File: src/source/sys_op_pkg.sv
`default_nettype none

package sys_op_pkg;

  // base opcode of the SYSTEM class
  localparam logic [6:0] OPC_SYSTEM = 7'b1110011;

  // funct3 codes within SYSTEM
  localparam logic [2:0] FUNCT3_PRIV   = 3'b000;
  localparam logic [2:0] FUNCT3_CSRRW  = 3'b001;
  localparam logic [2:0] FUNCT3_CSRRS  = 3'b010;
  localparam logic [2:0] FUNCT3_CSRRC  = 3'b011;
  localparam logic [2:0] FUNCT3_CSRRWI = 3'b101;
  localparam logic [2:0] FUNCT3_CSRRSI = 3'b110;
  localparam logic [2:0] FUNCT3_CSRRCI = 3'b111;

  // funct12 patterns for privileged ops
  localparam logic [11:0] FUNCT12_ECALL = 12'h000;
  localparam logic [11:0] FUNCT12_MRET  = 12'h302;

  // decoded operation, immediate forms fold into the register ones
  typedef enum logic [2:0] {
    OP_NONE,
    OP_CSRRW,
    OP_CSRRS,
    OP_CSRRC,
    OP_ECALL,
    OP_MRET
  } sys_op_e;

  // controller handshake states
  typedef enum logic [1:0] {
    ST_IDLE,
    ST_EXEC,
    ST_ACK
  } ctrl_state_e;

endpackage

`default_nettype wire

File: src/source/csr_pkg.sv
`default_nettype none

package csr_pkg;

  // machine csr addresses handled by the unit
  typedef enum logic [11:0] {
    MSTATUS = 12'h300,
    MTVEC   = 12'h305,
    MEPC    = 12'h341,
    MCAUSE  = 12'h342
  } csr_addr_e;

  // mstatus field positions
  localparam int MSTATUS_MIE    = 3;
  localparam int MSTATUS_MPIE   = 7;
  localparam int MSTATUS_MPP_LO = 11;
  localparam int MSTATUS_MPP_HI = 12;

  // mpp encodings
  // machine on trap entry, user after mret
  localparam logic [1:0] MPP_MACHINE = 2'b11;
  localparam logic [1:0] MPP_USER    = 2'b00;

  // environment call from m-mode
  localparam int unsigned CAUSE_ECALL_M = 11;

  // reset values, mtvec comes from the top level
  localparam int unsigned MSTATUS_RESET = 0;
  localparam int unsigned MEPC_RESET    = 0;
  localparam int unsigned MCAUSE_RESET  = 0;

endpackage

`default_nettype wire
File: src/source/trap_unit_top.sv
`timescale 1ns/10ps
`default_nettype none

module trap_unit_top
  import sys_op_pkg::*;
#(
  parameter int              XLEN        = 32,
  parameter logic [XLEN-1:0] MTVEC_RESET = '0
) (
  input  logic            clk,
  input  logic            i_rst_n,
  input  logic            i_req,
  input  logic [31:0]     i_instr,
  input  logic [XLEN-1:0] i_pc,
  input  logic [XLEN-1:0] i_rs1_data,
  output logic            o_ack,
  output logic [XLEN-1:0] o_rd_data,
  output logic            o_redirect,
  output logic [XLEN-1:0] o_target_pc,
  output logic            o_illegal
);

  // decoder to controller
  sys_op_e         dec_op;
  logic [11:0]     dec_csr_addr;
  logic            dec_use_imm;
  logic [4:0]      dec_imm;
  logic            dec_no_write;

  // controller to csr file
  logic [11:0]     csr_raddr;
  logic [XLEN-1:0] csr_rdata;
  logic            csr_valid;
  logic            csr_wen;
  logic [11:0]     csr_waddr;
  logic [XLEN-1:0] csr_wdata;
  logic            trap_ecall;
  logic            trap_mret;
  logic [XLEN-1:0] trap_pc;
  // redirect sources back up
  logic [XLEN-1:0] mtvec_q;
  logic [XLEN-1:0] mepc_q;

  sys_decoder u_decoder (
    .i_instr    (i_instr),
    .o_op       (dec_op),
    .o_csr_addr (dec_csr_addr),
    .o_use_imm  (dec_use_imm),
    .o_imm      (dec_imm),
    .o_no_write (dec_no_write)
  );

  sys_exec_ctrl #(
    .XLEN (XLEN)
  ) u_ctrl (
    .clk          (clk),
    .i_rst_n      (i_rst_n),
    .i_req        (i_req),
    .i_pc         (i_pc),
    .i_rs1_data   (i_rs1_data),
    .o_ack        (o_ack),
    .o_rd_data    (o_rd_data),
    .o_redirect   (o_redirect),
    .o_target_pc  (o_target_pc),
    .o_illegal    (o_illegal),
    .i_op         (dec_op),
    .i_csr_addr   (dec_csr_addr),
    .i_use_imm    (dec_use_imm),
    .i_imm        (dec_imm),
    .i_no_write   (dec_no_write),
    .o_csr_raddr  (csr_raddr),
    .i_csr_rdata  (csr_rdata),
    .i_csr_rvalid (csr_valid),
    .o_csr_wen    (csr_wen),
    .o_csr_waddr  (csr_waddr),
    .o_csr_wdata  (csr_wdata),
    .o_trap_ecall (trap_ecall),
    .o_trap_mret  (trap_mret),
    .o_trap_pc    (trap_pc),
    .i_mtvec      (mtvec_q),
    .i_mepc       (mepc_q)
  );

  csr_file #(
    .XLEN        (XLEN),
    .MTVEC_RESET (MTVEC_RESET)
  ) u_csr_file (
    .clk      (clk),
    .i_rst_n  (i_rst_n),
    .i_raddr  (csr_raddr),
    .o_rdata  (csr_rdata),
    .o_rvalid (csr_valid),
    .i_wen    (csr_wen),
    .i_waddr  (csr_waddr),
    .i_wdata  (csr_wdata),
    .i_ecall  (trap_ecall),
    .i_mret   (trap_mret),
    .i_pc     (trap_pc),
    .o_mtvec  (mtvec_q),
    .o_mepc   (mepc_q)
  );

endmodule

`default_nettype wire

File: src/source/sys_exec_ctrl.sv
`timescale 1ns/10ps
`default_nettype none

module sys_exec_ctrl
  import sys_op_pkg::*;
#(
  parameter int XLEN = 32
) (
  input  logic            clk,
  input  logic            i_rst_n,
  // pipeline side
  input  logic            i_req,
  input  logic [XLEN-1:0] i_pc,
  input  logic [XLEN-1:0] i_rs1_data,
  output logic            o_ack,
  output logic [XLEN-1:0] o_rd_data,
  output logic            o_redirect,
  output logic [XLEN-1:0] o_target_pc,
  output logic            o_illegal,
  // decoder
  input  sys_op_e         i_op,
  input  logic [11:0]     i_csr_addr,
  input  logic            i_use_imm,
  input  logic [4:0]      i_imm,
  input  logic            i_no_write,
  // csr file
  output logic [11:0]     o_csr_raddr,
  input  logic [XLEN-1:0] i_csr_rdata,
  input  logic            i_csr_rvalid,
  output logic            o_csr_wen,
  output logic [11:0]     o_csr_waddr,
  output logic [XLEN-1:0] o_csr_wdata,
  output logic            o_trap_ecall,
  output logic            o_trap_mret,
  output logic [XLEN-1:0] o_trap_pc,
  input  logic [XLEN-1:0] i_mtvec,
  input  logic [XLEN-1:0] i_mepc
);

  ctrl_state_e     state_q;
  sys_op_e         op_q;
  // operands captured at request time
  logic [11:0]     addr_q;
  logic            use_imm_q;
  logic [4:0]      imm_q;
  logic            no_write_q;
  logic [XLEN-1:0] pc_q;
  logic [XLEN-1:0] rs1_q;

  logic            exec;
  logic            is_csr;
  logic            illegal;
  logic [XLEN-1:0] operand;

  assign exec    = (state_q == ST_EXEC);
  assign is_csr  = (op_q == OP_CSRRW) || (op_q == OP_CSRRS) || (op_q == OP_CSRRC);
  // unknown address or no SYSTEM op at all
  assign illegal = (op_q == OP_NONE) || !i_csr_rvalid;
  assign operand = use_imm_q ? {{(XLEN-5){1'b0}}, imm_q} : rs1_q;

  // new csr value
  always_comb begin
    case (op_q)
      OP_CSRRW: o_csr_wdata = operand;
      OP_CSRRS: o_csr_wdata = i_csr_rdata | operand;
      OP_CSRRC: o_csr_wdata = i_csr_rdata & ~operand;
      default:  o_csr_wdata = i_csr_rdata;
    endcase
  end

  assign o_csr_raddr  = addr_q;
  assign o_csr_waddr  = addr_q;
  // single-cycle pulses, only while executing
  assign o_csr_wen    = exec && is_csr && !illegal && !no_write_q;
  assign o_trap_ecall = exec && (op_q == OP_ECALL);
  assign o_trap_mret  = exec && (op_q == OP_MRET);
  assign o_trap_pc    = pc_q;

  // decoded fields and operands of the accepted request
  always_ff @(posedge clk) begin
    if ((state_q == ST_IDLE) && i_req) begin
      addr_q     <= i_csr_addr;
      use_imm_q  <= i_use_imm;
      imm_q      <= i_imm;
      no_write_q <= i_no_write;
      pc_q       <= i_pc;
      rs1_q      <= i_rs1_data;
    end
  end

  always_ff @(posedge clk or negedge i_rst_n) begin
    if (!i_rst_n) begin
      state_q     <= ST_IDLE;
      op_q        <= OP_NONE;
      o_ack       <= 1'b0;
      o_rd_data   <= '0;
      o_redirect  <= 1'b0;
      o_target_pc <= '0;
      o_illegal   <= 1'b0;
    end else begin
      case (state_q)
        ST_IDLE: begin
          if (i_req) begin
            op_q    <= i_op;
            state_q <= ST_EXEC;
          end
        end
        ST_EXEC: begin
          // old value goes to rd, traps return zero
          o_rd_data   <= (is_csr && !illegal) ? i_csr_rdata : '0;
          o_illegal   <= illegal;
          o_redirect  <= (op_q == OP_ECALL) || (op_q == OP_MRET);
          // mtvec base only, direct mode
          o_target_pc <= (op_q == OP_ECALL) ? {i_mtvec[XLEN-1:2], 2'b00} :
                         (op_q == OP_MRET)  ? i_mepc : '0;
          o_ack       <= 1'b1;
          state_q     <= ST_ACK;
        end
        ST_ACK: begin
          // hold results until requester lets go
          if (!i_req) begin
            o_ack   <= 1'b0;
            state_q <= ST_IDLE;
          end
        end
        default: state_q <= ST_IDLE;
      endcase
    end
  end

  // requester holds i_req until it sees the ack
  a_ack_needs_req: assert property (
    @(posedge clk) disable iff (!i_rst_n)
    $rose(o_ack) |-> i_req
  );

  // a pulse only in the cycle right before the ack rises
  a_pulse_in_exec: assert property (
    @(posedge clk) disable iff (!i_rst_n)
    (o_csr_wen || o_trap_ecall || o_trap_mret) |-> !o_ack ##1 o_ack
  );

endmodule

`default_nettype wire

File: src/source/csr_file.sv
`timescale 1ns/10ps
`default_nettype none

module csr_file
  import csr_pkg::*;
#(
  parameter int              XLEN        = 32,
  parameter logic [XLEN-1:0] MTVEC_RESET = '0
) (
  input  logic            clk,
  input  logic            i_rst_n,
  // read port
  input  logic [11:0]     i_raddr,
  output logic [XLEN-1:0] o_rdata,
  output logic            o_rvalid,
  // write port
  input  logic            i_wen,
  input  logic [11:0]     i_waddr,
  input  logic [XLEN-1:0] i_wdata,
  // trap side effects
  input  logic            i_ecall,
  input  logic            i_mret,
  input  logic [XLEN-1:0] i_pc,
  // redirect sources
  output logic [XLEN-1:0] o_mtvec,
  output logic [XLEN-1:0] o_mepc
);

  logic [XLEN-1:0] mstatus_q;
  logic [XLEN-1:0] mtvec_q;
  logic [XLEN-1:0] mepc_q;
  logic [XLEN-1:0] mcause_q;

  // address check for the write side
  logic            waddr_ok;

  always_ff @(posedge clk or negedge i_rst_n) begin
    if (!i_rst_n) begin
      mstatus_q <= XLEN'(MSTATUS_RESET);
      mtvec_q   <= MTVEC_RESET;
      mepc_q    <= XLEN'(MEPC_RESET);
      mcause_q  <= XLEN'(MCAUSE_RESET);
    end else if (i_ecall) begin
      // trap entry, save pc and stack the interrupt enable
      mepc_q                                <= i_pc;
      mcause_q                              <= XLEN'(CAUSE_ECALL_M);
      mstatus_q[MSTATUS_MPIE]               <= mstatus_q[MSTATUS_MIE];
      mstatus_q[MSTATUS_MIE]                <= 1'b0;
      mstatus_q[MSTATUS_MPP_HI:MSTATUS_MPP_LO] <= MPP_MACHINE;
    end else if (i_mret) begin
      // trap return, pop the interrupt enable
      mstatus_q[MSTATUS_MIE]                <= mstatus_q[MSTATUS_MPIE];
      mstatus_q[MSTATUS_MPIE]               <= 1'b1;
      mstatus_q[MSTATUS_MPP_HI:MSTATUS_MPP_LO] <= MPP_USER;
    end else if (i_wen) begin
      case (csr_addr_e'(i_waddr))
        MSTATUS: mstatus_q <= i_wdata;
        MTVEC:   mtvec_q   <= i_wdata;
        MEPC:    mepc_q    <= i_wdata;
        MCAUSE:  mcause_q  <= i_wdata;
        default: mcause_q  <= mcause_q;
      endcase
    end
  end

  // combinational read mux
  always_comb begin
    o_rvalid = 1'b1;
    case (csr_addr_e'(i_raddr))
      MSTATUS: o_rdata = mstatus_q;
      MTVEC:   o_rdata = mtvec_q;
      MEPC:    o_rdata = mepc_q;
      MCAUSE:  o_rdata = mcause_q;
      default: begin
        o_rdata  = '0;
        o_rvalid = 1'b0;
      end
    endcase
  end

  always_comb begin
    case (csr_addr_e'(i_waddr))
      MSTATUS, MTVEC, MEPC, MCAUSE: waddr_ok = 1'b1;
      default:                      waddr_ok = 1'b0;
    endcase
  end

  assign o_mtvec = mtvec_q;
  assign o_mepc  = mepc_q;

  // controller must not mix a csr write with a trap update
  a_no_wen_with_trap: assert property (
    @(posedge clk) disable iff (!i_rst_n)
    i_wen |-> !(i_ecall || i_mret)
  );

  // entry and return never in the same cycle
  a_ecall_mret_excl: assert property (
    @(posedge clk) disable iff (!i_rst_n)
    !(i_ecall && i_mret)
  );

  // illegal addresses are filtered upstream
  a_wen_valid_addr: assert property (
    @(posedge clk) disable iff (!i_rst_n)
    i_wen |-> waddr_ok
  );

endmodule

`default_nettype wire

File: src/source/sys_decoder.sv
`timescale 1ns/10ps
`default_nettype none

module sys_decoder
  import sys_op_pkg::*;
  import csr_pkg::*;
(
  input  logic [31:0] i_instr,
  output sys_op_e     o_op,
  output logic [11:0] o_csr_addr,
  output logic        o_use_imm,
  output logic [4:0]  o_imm,
  output logic        o_no_write
);

  // instruction fields
  logic [6:0]  opcode;
  logic [2:0]  funct3;
  logic [4:0]  rs1_field;
  logic [4:0]  rd_field;
  logic [11:0] funct12;
  logic        priv_ok;
  logic        is_trap;

  assign opcode    = i_instr[6:0];
  assign rd_field  = i_instr[11:7];
  assign funct3    = i_instr[14:12];
  assign rs1_field = i_instr[19:15];
  assign funct12   = i_instr[31:20];

  // ecall and mret need rd and rs1 both zero
  assign priv_ok = (rs1_field == 5'd0) && (rd_field == 5'd0);

  always_comb begin
    o_op = OP_NONE;
    if (opcode == OPC_SYSTEM) begin
      case (funct3)
        FUNCT3_PRIV: begin
          if (priv_ok && (funct12 == FUNCT12_ECALL)) begin
            o_op = OP_ECALL;
          end else if (priv_ok && (funct12 == FUNCT12_MRET)) begin
            o_op = OP_MRET;
          end
        end
        FUNCT3_CSRRW, FUNCT3_CSRRWI: o_op = OP_CSRRW;
        FUNCT3_CSRRS, FUNCT3_CSRRSI: o_op = OP_CSRRS;
        FUNCT3_CSRRC, FUNCT3_CSRRCI: o_op = OP_CSRRC;
        // funct3 100 is reserved
        default: o_op = OP_NONE;
      endcase
    end
  end

  assign is_trap = (o_op == OP_ECALL) || (o_op == OP_MRET);

  // traps point at mstatus, the csr they both modify
  // so the controller's address check passes for them
  assign o_csr_addr = is_trap ? MSTATUS : funct12;

  // funct3 bit 2 selects the uimm forms
  assign o_use_imm = funct3[2];
  // uimm shares the rs1 slot
  assign o_imm     = rs1_field;

  // set/clear with x0 or zero uimm only read
  assign o_no_write = ((o_op == OP_CSRRS) || (o_op == OP_CSRRC)) &&
                      (rs1_field == 5'd0);

endmodule

`default_nettype wire

File: config.mk
export PLATFORM = sky130hd
export DESIGN_NAME = trap_unit_top
export DESIGN_NICKNAME = d
export VERILOG_FILES = /design/src/source/sys_op_pkg.sv /design/src/source/csr_pkg.sv /design/src/source/trap_unit_top.sv /design/src/source/sys_exec_ctrl.sv /design/src/source/csr_file.sv /design/src/source/sys_decoder.sv
export SDC_FILE = /design/constraint.sdc
export NUM_CORES = 1
export LEC_CHECK = 0
export ABC_CLOCK_PERIOD_IN_PS = 3000
export BUFFER_PORTS_ARGS = -buffer_cell sky130_fd_sc_hd__buf_2
export CAP_MARGIN = 40
export CORE_ASPECT_RATIO = 0.7
export CORE_MARGIN = 4
export CORE_UTILIZATION = 53
export CTS_BUF_LIST = sky130_fd_sc_hd__clkbuf_16
export DETAILED_ROUTE_END_ITERATION = 12
export PLACE_DENSITY = 0.8
export SYNTH_ARGS = -nofsm -noshare
export SYNTH_HDL_FRONTEND = slang
export SYNTH_SLANG_ARGS = --single-unit
File: constraint.sdc
create_clock -name clk -period 3 [get_ports clk]
set_input_delay 0.75 -clock clk [delete_from_list [all_inputs] [get_ports clk]]
set_output_delay 0.75 -clock clk [all_outputs]
set_load 0.01 [all_outputs]
---- Word level (Yosys, flattened, before mapping) ----
Index checks and enable logic that the tools add are counted.
storage, ports and cells
  flip-flop bits (word level) ............. 283
  input port bits ......................... 99
  output and inout bits ................... 67
  logic and storage cells ................. 125
cells by class
  eq/ne operators ......................... 26
  mux-type cells .......................... 32
  bitwise operators ....................... 5
  reductions and logical operators ........ 44
operator list
  kind                                                                number
  32-bit two-way mux                                                  12
  32-bit case mux with 4 select lines                                 1
  32-bit case mux with 3 select lines                                 1
  12-bit by 10-bit == test with 1-bit output (second input constant)  5
  32-bit AND                                                          1
  32-bit inverter                                                     1
  32-bit OR                                                           1
  13-bit two-way mux                                                  2
  3-bit == test (second input constant)                               7
  3-bit by 2-bit == test with 1-bit output (second input constant)    6
  12-bit logical NOT                                                  1
  3-bit case mux with 4 select lines                                  1
  1-bit logical AND                                                   11
  5-bit logical NOT                                                   2
  3-bit two-way mux                                                   3
  2-bit two-way mux                                                   4
  2-bit AND reduction                                                 4
  4-bit AND reduction                                                 2
  2-bit nonzero test                                                  4
  7-bit == test (second input constant)                               1
  3-bit by 1-bit == test with 1-bit output (second input constant)    2
  3-bit logical NOT                                                   2
  1-bit logical OR                                                    6
  1-bit two-way mux                                                   6
  12 further kinds                                                    21

---- Longest topological paths before layout ----
Gate-level depths: netlist of the first run.
  depth in word-level cells ............... 11
  gate-level depth with buffers ........... 8

---- Cells and area by module ----
A second synthesis of the first run with hierarchy kept.
second synthesis, totals
  cell total of the unflattened synthesis .. 1113
  area total of the unflattened synthesis .. 13082.5 um2
modules (own cells, without submodules)
  module         times used  cells an instance  area an instance (um2)  sequential area each (um2)
  sys_exec_ctrl  1           496                6573.8                  4294.1
  csr_file       1           576                6263.5                  3203.1
  sys_decoder    1           41                 245.2                   0.0

---- Worst setup path after synthesis of the first run ----
OpenSTA, ideal clock, no wires.
  path type ............................... input to register
  from .................................... input i_req
  to ...................................... register u_ctrl.op_q[2]
  library setup time ...................... 0.130 ns
  arrival time ............................ 3.350 ns
  required time ........................... 2.870 ns
  setup slack ............................. -0.479 ns
  stages .................................. 3
  buffers on the path ..................... 0
  cells stage by stage .................... or3b_2 > inv_1 > mux2_2
on the way
  word-level cells in the longest chain between the ends .. 1
RTL lines
  item                                  line                  text
  from (decl)                           trap_unit_top.sv:12   input logic i_req,
  2-bit AND reduction (no source line)  -
  to (signal assigned)                  sys_exec_ctrl.sv:104  op_q <= i_op;
  to (decl)                             sys_exec_ctrl.sv:41   sys_op_e op_q;
Every way passes these cells.
A chain may end at the register's enable or synchronous reset.

---- Final worst setup path of the first run ----
  from .................................... register u_ctrl.addr_q[6] (netlist: u_ctrl.o_csr_raddr[6])
  to ...................................... register u_csr_file.mstatus_q[16]
on the way
  word-level cells in the longest chain between the ends .. 9
RTL lines
  item                                        line                 text
  from (decl)                                 sys_exec_ctrl.sv:43  logic [11:0] addr_q;
  from (signal assigned)                      sys_exec_ctrl.sv:82  addr_q <= i_csr_addr;
  12-bit by 10-bit == test with 1-bit output  -
  4-bit OR reduction (no source line)         -
  1-bit two-way mux                           csr_file.sv:69       case (csr_addr_e'(i_raddr))
  1-bit logical NOT                           sys_exec_ctrl.sv:58  assign illegal = (op_q == OP_NONE) || !i_csr_rvalid;
  1-bit logical OR                            sys_exec_ctrl.sv:58
  1-bit logical NOT                           sys_exec_ctrl.sv:74  assign o_csr_wen = exec && is_csr && !illegal && !no_write_q;
  1-bit logical AND (2 in a row)              sys_exec_ctrl.sv:74
  4-bit AND reduction (no source line)        -
  to (signal assigned)                        csr_file.sv:39       mstatus_q <= XLEN'(MSTATUS_RESET);
  to (signal, indexed assignment)             csr_file.sv:47       mstatus_q[MSTATUS_MPIE] <= mstatus_q[MSTATUS_MIE];
  to (signal, indexed assignment)             csr_file.sv:52       mstatus_q[MSTATUS_MIE] <= mstatus_q[MSTATUS_MPIE];
  to (decl)                                   csr_file.sv:29       logic [XLEN-1:0] mstatus_q;
Parallel ways exist; a longest one is shown, timed or not.

==> results of run 1 <==
-- power groups by stage --
| stage | combinational (mW) | clock [mW] | sequential (mW) |
|---|---|---|---|
| 2_1_floorplan | 0.576 | 0 | 4.45 |
| 3_3_place_gp | 0.986 | 0 | 4.52 |
| 3_5_place_dp | 1.01 | 0 | 4.52 |
| 4_1_cts | 1.02 | 3.23 | 4.46 |
| 5_1_grt | 1.11 | 3.39 | 4.48 |
| 6_report | 1.04 | 3.20 | 4.46 |
-- placed cells by master (no fill, tap or decap), drive strengths merged, types with 20 or more instances in the layout --
master / Yosys / routed
mux2i: 36 / 36
mux2: 20 / 20
o21ai: 159 / 159
nor2: 23 / 23
nand3b: 28 / 28
and3: 29 / 29
a21oi: 76 / 76
nand2: 148 / 148
clkbuf: 73 / 30
dfrtp: 200 / 200
edfxtp: 83 / 83
nand3: 40 / 40
buf: 32 / 217
a22oi: 26 / 26
-- metal layers --
layer / routed length (um) / global-route usage (%)
met1: 15730 / 38.56
met3: 4298 / 7.780
met5: 0 / 0
met4: 928 / 6.794
met2: 17240 / 42.23
-- worst min path at each step --
stage	slack, ps	end	startpoint
6_report	190	u_ctrl.o_rd_data[16]	i_rst_n
5_1_grt	230	u_ctrl.o_rd_data[16]	i_rst_n
4_1_cts	210	u_ctrl.o_rd_data[16]	i_rst_n
3_5_place_dp	460	u_ctrl.o_rd_data[9]	u_ctrl.o_rd_data[9]
3_3_place_gp	450	u_csr_file.mstatus_q[15]	u_csr_file.mstatus_q[15]
2_1_floorplan	440	u_csr_file.mstatus_q[15]	u_csr_file.mstatus_q[15]
-- logic make-up after synthesis --
family                 after synthesis
XOR/XNOR                            19
flip-flops                         283
buffers and inverters              114
AO/OA/AOI/OAI                      373
AND/OR/NAND/NOR                    368
multiplexers                        56
-- registers in the layout, summed over array words and instances, names as in the netlist --
| signal | flops |
|---|---|
| u_csr_file.mcause_q | 32 |
| u_csr_file.mstatus_q | 32 |
| u_csr_file.o_mepc | 32 |
| u_csr_file.o_mtvec | 32 |
| u_ctrl.imm_q | 5 |
| u_ctrl.no_write_q | 1 |
| u_ctrl.o_ack | 1 |
| u_ctrl.o_csr_raddr | 12 |
| u_ctrl.o_illegal | 1 |
| u_ctrl.o_rd_data | 32 |
| u_ctrl.o_redirect | 1 |
| u_ctrl.o_target_pc | 32 |
| u_ctrl.o_trap_pc | 32 |
| u_ctrl.op_q | 3 |
| u_ctrl.rs1_q | 32 |
| u_ctrl.state_q | 2 |
| u_ctrl.use_imm_q | 1 |
-- metrics by stage --
step                      power, mW  cell area [um2]  worst slack [ps]  std cells
after global routing          8.978            15150             314.6       1694
final                         8.699            15150             401.8       1694
after global placement        5.507            14330             596.0       1644
after CTS                     8.705            15150             482.0       1694
after floorplan               5.027            13070             259.6       1213
after detailed placement      5.538            14330             497.8       1644
-- layout make-up --
cell class / count / share of cell area (%)
clock buffers: 29 / 4.791
clock inverters: 21 / 0.5864
inverters: 9 / 0.2478
multi-input cells: 816 / 33.70
flip-flops and latches: 283 / 49.50
well taps: 318 / 2.627
repair buffers: 218 / 8.549
==> impl_results.md, run 1 <==
* Outcome: finished, final reports clean
* Combinational fraction of design power at between 10% and 20%
* Most used DFF post-synth: dfrtp_1
* FF+latch count, synth at around 280
* Cell taking the most area after synthesis: dfrtp_1
* Row cnt at 47
* Post-synth top cells: dfrtp_1 (200), o21ai_0 (159), nand2_1 (146)
* Mux contribution to synthesized area at between 4 and 5%
* Crit path DAT at 3080 ps
* Hold crit path type: in2async
* Mapped cell area at 13070 um2
* Worst relative slew slack at roughly 43%
* CTS root buffer: clkbuf_16
* CP Class: reg2reg
* Worst slew pin tran at roughly 860 ps
* Multi-input logic area at approximately 5100 um2
* Vias in the first global route at 10860
* First DRT Iteration DRCs at around 1400
* Sequential area share after synthesis at between 50% and 60%
* Reg clk slew, reported paths at ~60 ps
* Asr flop ratio synth at 70.67%
* Crit Path Max Fanout at 14
* Number of remaining DRC errors at 0
* Crit path required time at about 3500 ps
* Yosys cell types at 66
* Final setup TNS at 0 ps
* Top-Level Pins at ~170
* Sw power at about 2.4 mW
* Skew final at around 16 ps
* Power density cells at approximately 570 nW/um2
* Syn_area_per_cell at around 11 um2
* Via Count at about 11000
* Antenna violations before repair at 0
* Crit path to: u_csr_file.mstatus_q[16]
* Vias per inst at 6.347
* Type of origin of the critical path: flip-flop
* Clk pwr share at 36.8%
* Xor and xnor area share after synthesis at ~1.3%
* GRT Residual Overflow at 0
* EDFF count, synth at slightly above 80
* Lkg Pwr at between 6 and 7 nW
* Max Cap Violations at 0
* First drt pass iteration count at 6
* First-pass GRT wire length at slightly above 60000 um
* Gr usage total at a little over a quarter
* CTS H-Tree Depth at 1
* Fmax at a little under 0.4 GHz
* CP Launch Point: u_ctrl.o_csr_raddr[6]
* Largest cells by area after synthesis: dfrtp_1 (38%), edfxtp_1 (19%), o21ai_0 (6.1%), nand2_1 (4.2%), a21oi_1 (2.9%)
* Post-CTS Setup Bufs at 0
* PortBufs at about 170
* Starting density of the core at 54.59%
* Worst R2R Path Depth at 5
* Total CTS buffers at 28
* CTS tree: yes
* Largest net degree at the start of global routing at 67
* Final HPWL DP at about 26000 um
* Layout area overhead at 15.95%
* Synth warn at 0
* Sequential cell area at about 7500 um2
* CTS resizes at 0
* R2r startpoint: u_ctrl.o_csr_raddr[6]
* Most common cell in the netlist: dfrtp_1
* Sw Share at 27.39%
* Syn Inst Count at between 1000 and 1500
* Final core utilization at 63.29%
* # fillers at 1909
* Clk buf depth at 3
* Adder-cell share of the synthesized area at 0%
* Final setup viols at 0
* R2R Setup Slk at roughly 400 ps
* Fraction of layout cells with a size suffix above 1 at between 20 and 25%
* Routed Antenna Nets at 0
* Drt total wl at between 30000 and 40000 um
* RSZ-0062 raised after global routing: no
* Internal power at around 6.3 mW
* Bufs and invs on worst path at 0
* Simple-Gate Fraction of Synth Area at about 15%
* Gp weighted congestion at just under 0.9
* Core box area at roughly 24000 um2
* Compound-Gate Fraction of Synth Area at between 15 and 20%
* Die H at around 140 um
* VDD IR max at just over 0.4 mV
* FF-to-FF End: u_csr_file.mstatus_q[16]
* Largest family of logic cells by synthesized area: compound AO/OA/AOI/OAI gates
* Crit-path cells: or3_1 > a21oi_1 > o21ai_0 > a22oi_1 > mux2_2
* Setup crit end kind: flip-flop
* Max-slew violations at 0
* Crit path largest cell delay at 780 ps
* Skew-Pair Late Insertion Delay at ~550 ps
* Antenna cells at 0
* Nets at 1455
* Die W at approximately 200 um
* Synth top area share at 38.31%
* Die area at roughly 27000 um2
* Final hold slack at approximately 190 ps
* Syn nets at 1312
* Slowest-stage cell, CP: or3_1
* Worst path depth at 5
* Final period util at between 80% and 90%
* CP top delay family: compound AO/OA/AOI/OAI gates
* Part of the power in registers at approximately half
* Hold Fails Final Rpt at 0
* # clock sinks at ~280
* Min Tclk post-route at 2598 ps
* Hold_buf cts at 0
* DR WL/cell at between 20 and 25 um
(Power assumes the default switching activity.)
==> inputs of run 2 (changes only) <==
- CORE_UTILIZATION: 53 -> 45
- PLACE_DENSITY: 0.8 -> 0.7
==> run 2 against run 1 <==
Core utilization is 8.9 points lower. Setup slack gained 110 ps. Critical path type unchanged. Clock skew increased by 2.6 ps. Largest power group unchanged. Power grew 3.7%. Combinational power hardly changed.
==> impl_results.md, run 2 (same netlist as run 1, synthesis figures left out) <==
* DR WL/cell at between 20 and 25 um
* First DRT Iteration DRCs at approximately 1300
* Crit path largest cell delay at 560 ps
* Nets at 1462
* Hold_buf cts at 0
* Fmax at approximately 0.40 GHz
* Crit path required time at approximately 3400 ps
* Max-slew violations at 0
* Drt total wl at between 30000 and 40000 um
* Die area at roughly 32000 um2
* Antenna cells at 0
* Row cnt at around 50
* Design Area, Final at approximately 15000 um2
* Outcome: finished, final reports clean
* Top-Level Pins at ~170
* Commonest non-fill, non-tap cell in the layout: dfrtp_1
* CP Class: reg2reg
* Vias per inst at between 5 and 6
* Vias in the first global route at 10030
* Skew final at ~19 ps
* Bufs and invs on worst path at 2
* GRT Residual Overflow at 0
* Layout area overhead at 17.42%
* Commonest cells after routing, fill and taps aside: dfrtp_1 (199), buf_2 (164), o21ai_0 (159)
* CTS resizes at 0
* CP top delay family: compound AO/OA/AOI/OAI gates
* Final period util at slightly above 80%
* Final HPWL DP at approximately 26000 um
* Post-CTS Setup Bufs at 0
* Type of origin of the critical path: flip-flop
* Fraction of layout cells with a size suffix above 1 at roughly a quarter
* # clock sinks at ~280
* VDD IR max at 0.3604 mV
* Core box area at between 20000 and 30000 um2
* PortBufs at roughly 170
* Reg clk slew, reported paths at around 60 ps
* CTS root buffer: clkbuf_16
* CTS tree: yes
* Antenna violations before repair at 0
* Gp weighted congestion at 0.9132
* Hold crit path type: in2async
* Clk buf depth at 3
* Setup crit end kind: flip-flop
* Layout Cells excl Fill at around 1800
* Worst relative slew slack at 47.63%
* Area after DPL at 14430 um2
* Worst slew pin tran at 785.6 ps
* Number of remaining DRC errors at 0
* Starting density of the core at between 40% and 50%
* Final setup viols at 0
* Gr usage total at 23.94%
* First-pass GRT wire length at about 60000 um
* DP Cell Count at 1704
* Max Cap Violations at 0
* Lkg Pwr at around 6.7 nW
* Die W at 211.7 um
* Largest net degree at the start of global routing at 99
* Min Tclk post-route at 2488 ps
* Skew-Pair Late Insertion Delay at 560 ps
* Crit path DAT at around 2900 ps
* Final setup TNS at 0 ps
* Crit-path cells: buf_4 > o21bai_1 > nor2_1 > buf_4 > a221oi_1 > a221oi_1 > o21ai_0
* Total CTS buffers at 28
* First drt pass iteration count at 5
* Hold Fails Final Rpt at 0
* Final Power at around 9 mW
* Slowest-stage cell, CP: a221oi_1
* CTS H-Tree Depth at 1
* Die H at about 150 um
* Power density cells at about 590 nW/um2
* Routed Antenna Nets at 0
* Via Count at between 10000 and 15000
* Crit Path Max Fanout at 26
* RSZ-0062 raised after global routing: no
==> run 2: path summary, 6_finish.rpt <==
kind	startpoint	endpoint	slack, ps	cells after the start
hold reg to reg	u_ctrl.o_target_pc[7]	u_ctrl.o_target_pc[7]	470	2
setup reg to reg	u_ctrl.op_q[0]	u_csr_file.mstatus_q[23]	510	7
hold / removal	i_rst_n	u_csr_file.o_mepc[16]	230	2
min in group clk	i_pc[22]	u_ctrl.o_trap_pc[22]	360	1
max in group asynchronous	i_rst_n	u_ctrl.o_rd_data[5]	2170	2
setup / recovery	u_ctrl.op_q[0]	u_csr_file.mstatus_q[23]	510	7
==> run 2: power by group <==
| group | internal (mW) | total (mW) | switching, mW |
|---|---|---|---|
| clock | 2.01 | 3.52 | 1.52 |
| sequential | 4.29 | 4.46 | 0.168 |
| combinational | 0.300 | 1.04 | 0.735 |
| total | 6.60 | 9.02 | 2.42 |
==> run 2: layer usage <==
metal  up-vias  wire length, um  GRT usage [%]
li1       4753                -              -
met4         0              922          5.568
met1      5090            17450          36.74
met2       500            16460          34.49
met5         -                0              0
met3        71             3718          5.645
==> run 2: cell type report <==
| type | instances | area (um2) |
|---|---|---|
| fill | 2479 | 12860 |
| sequential | 283 | 7498 |
| multi-input combinational | 816 | 5105 |
| timing repair buffer | 225 | 1323 |
| clock buffer | 29 | 725.7 |
| tap | 371 | 464.2 |
| clock inverter | 23 | 187.7 |
| inverter | 9 | 37.54 |
==> run 2: metrics by stage <==
step                      setup slack [ps]  hold WS [ps]  util (%)
final                                512.3         226.0     54.39
after global routing                 327.7         272.3     54.39
after floorplan                      259.6         441.9         -
after global placement               602.5         453.9     51.15
after detailed placement             521.9         463.8     51.15
after CTS                            526.6         270.7     54.39
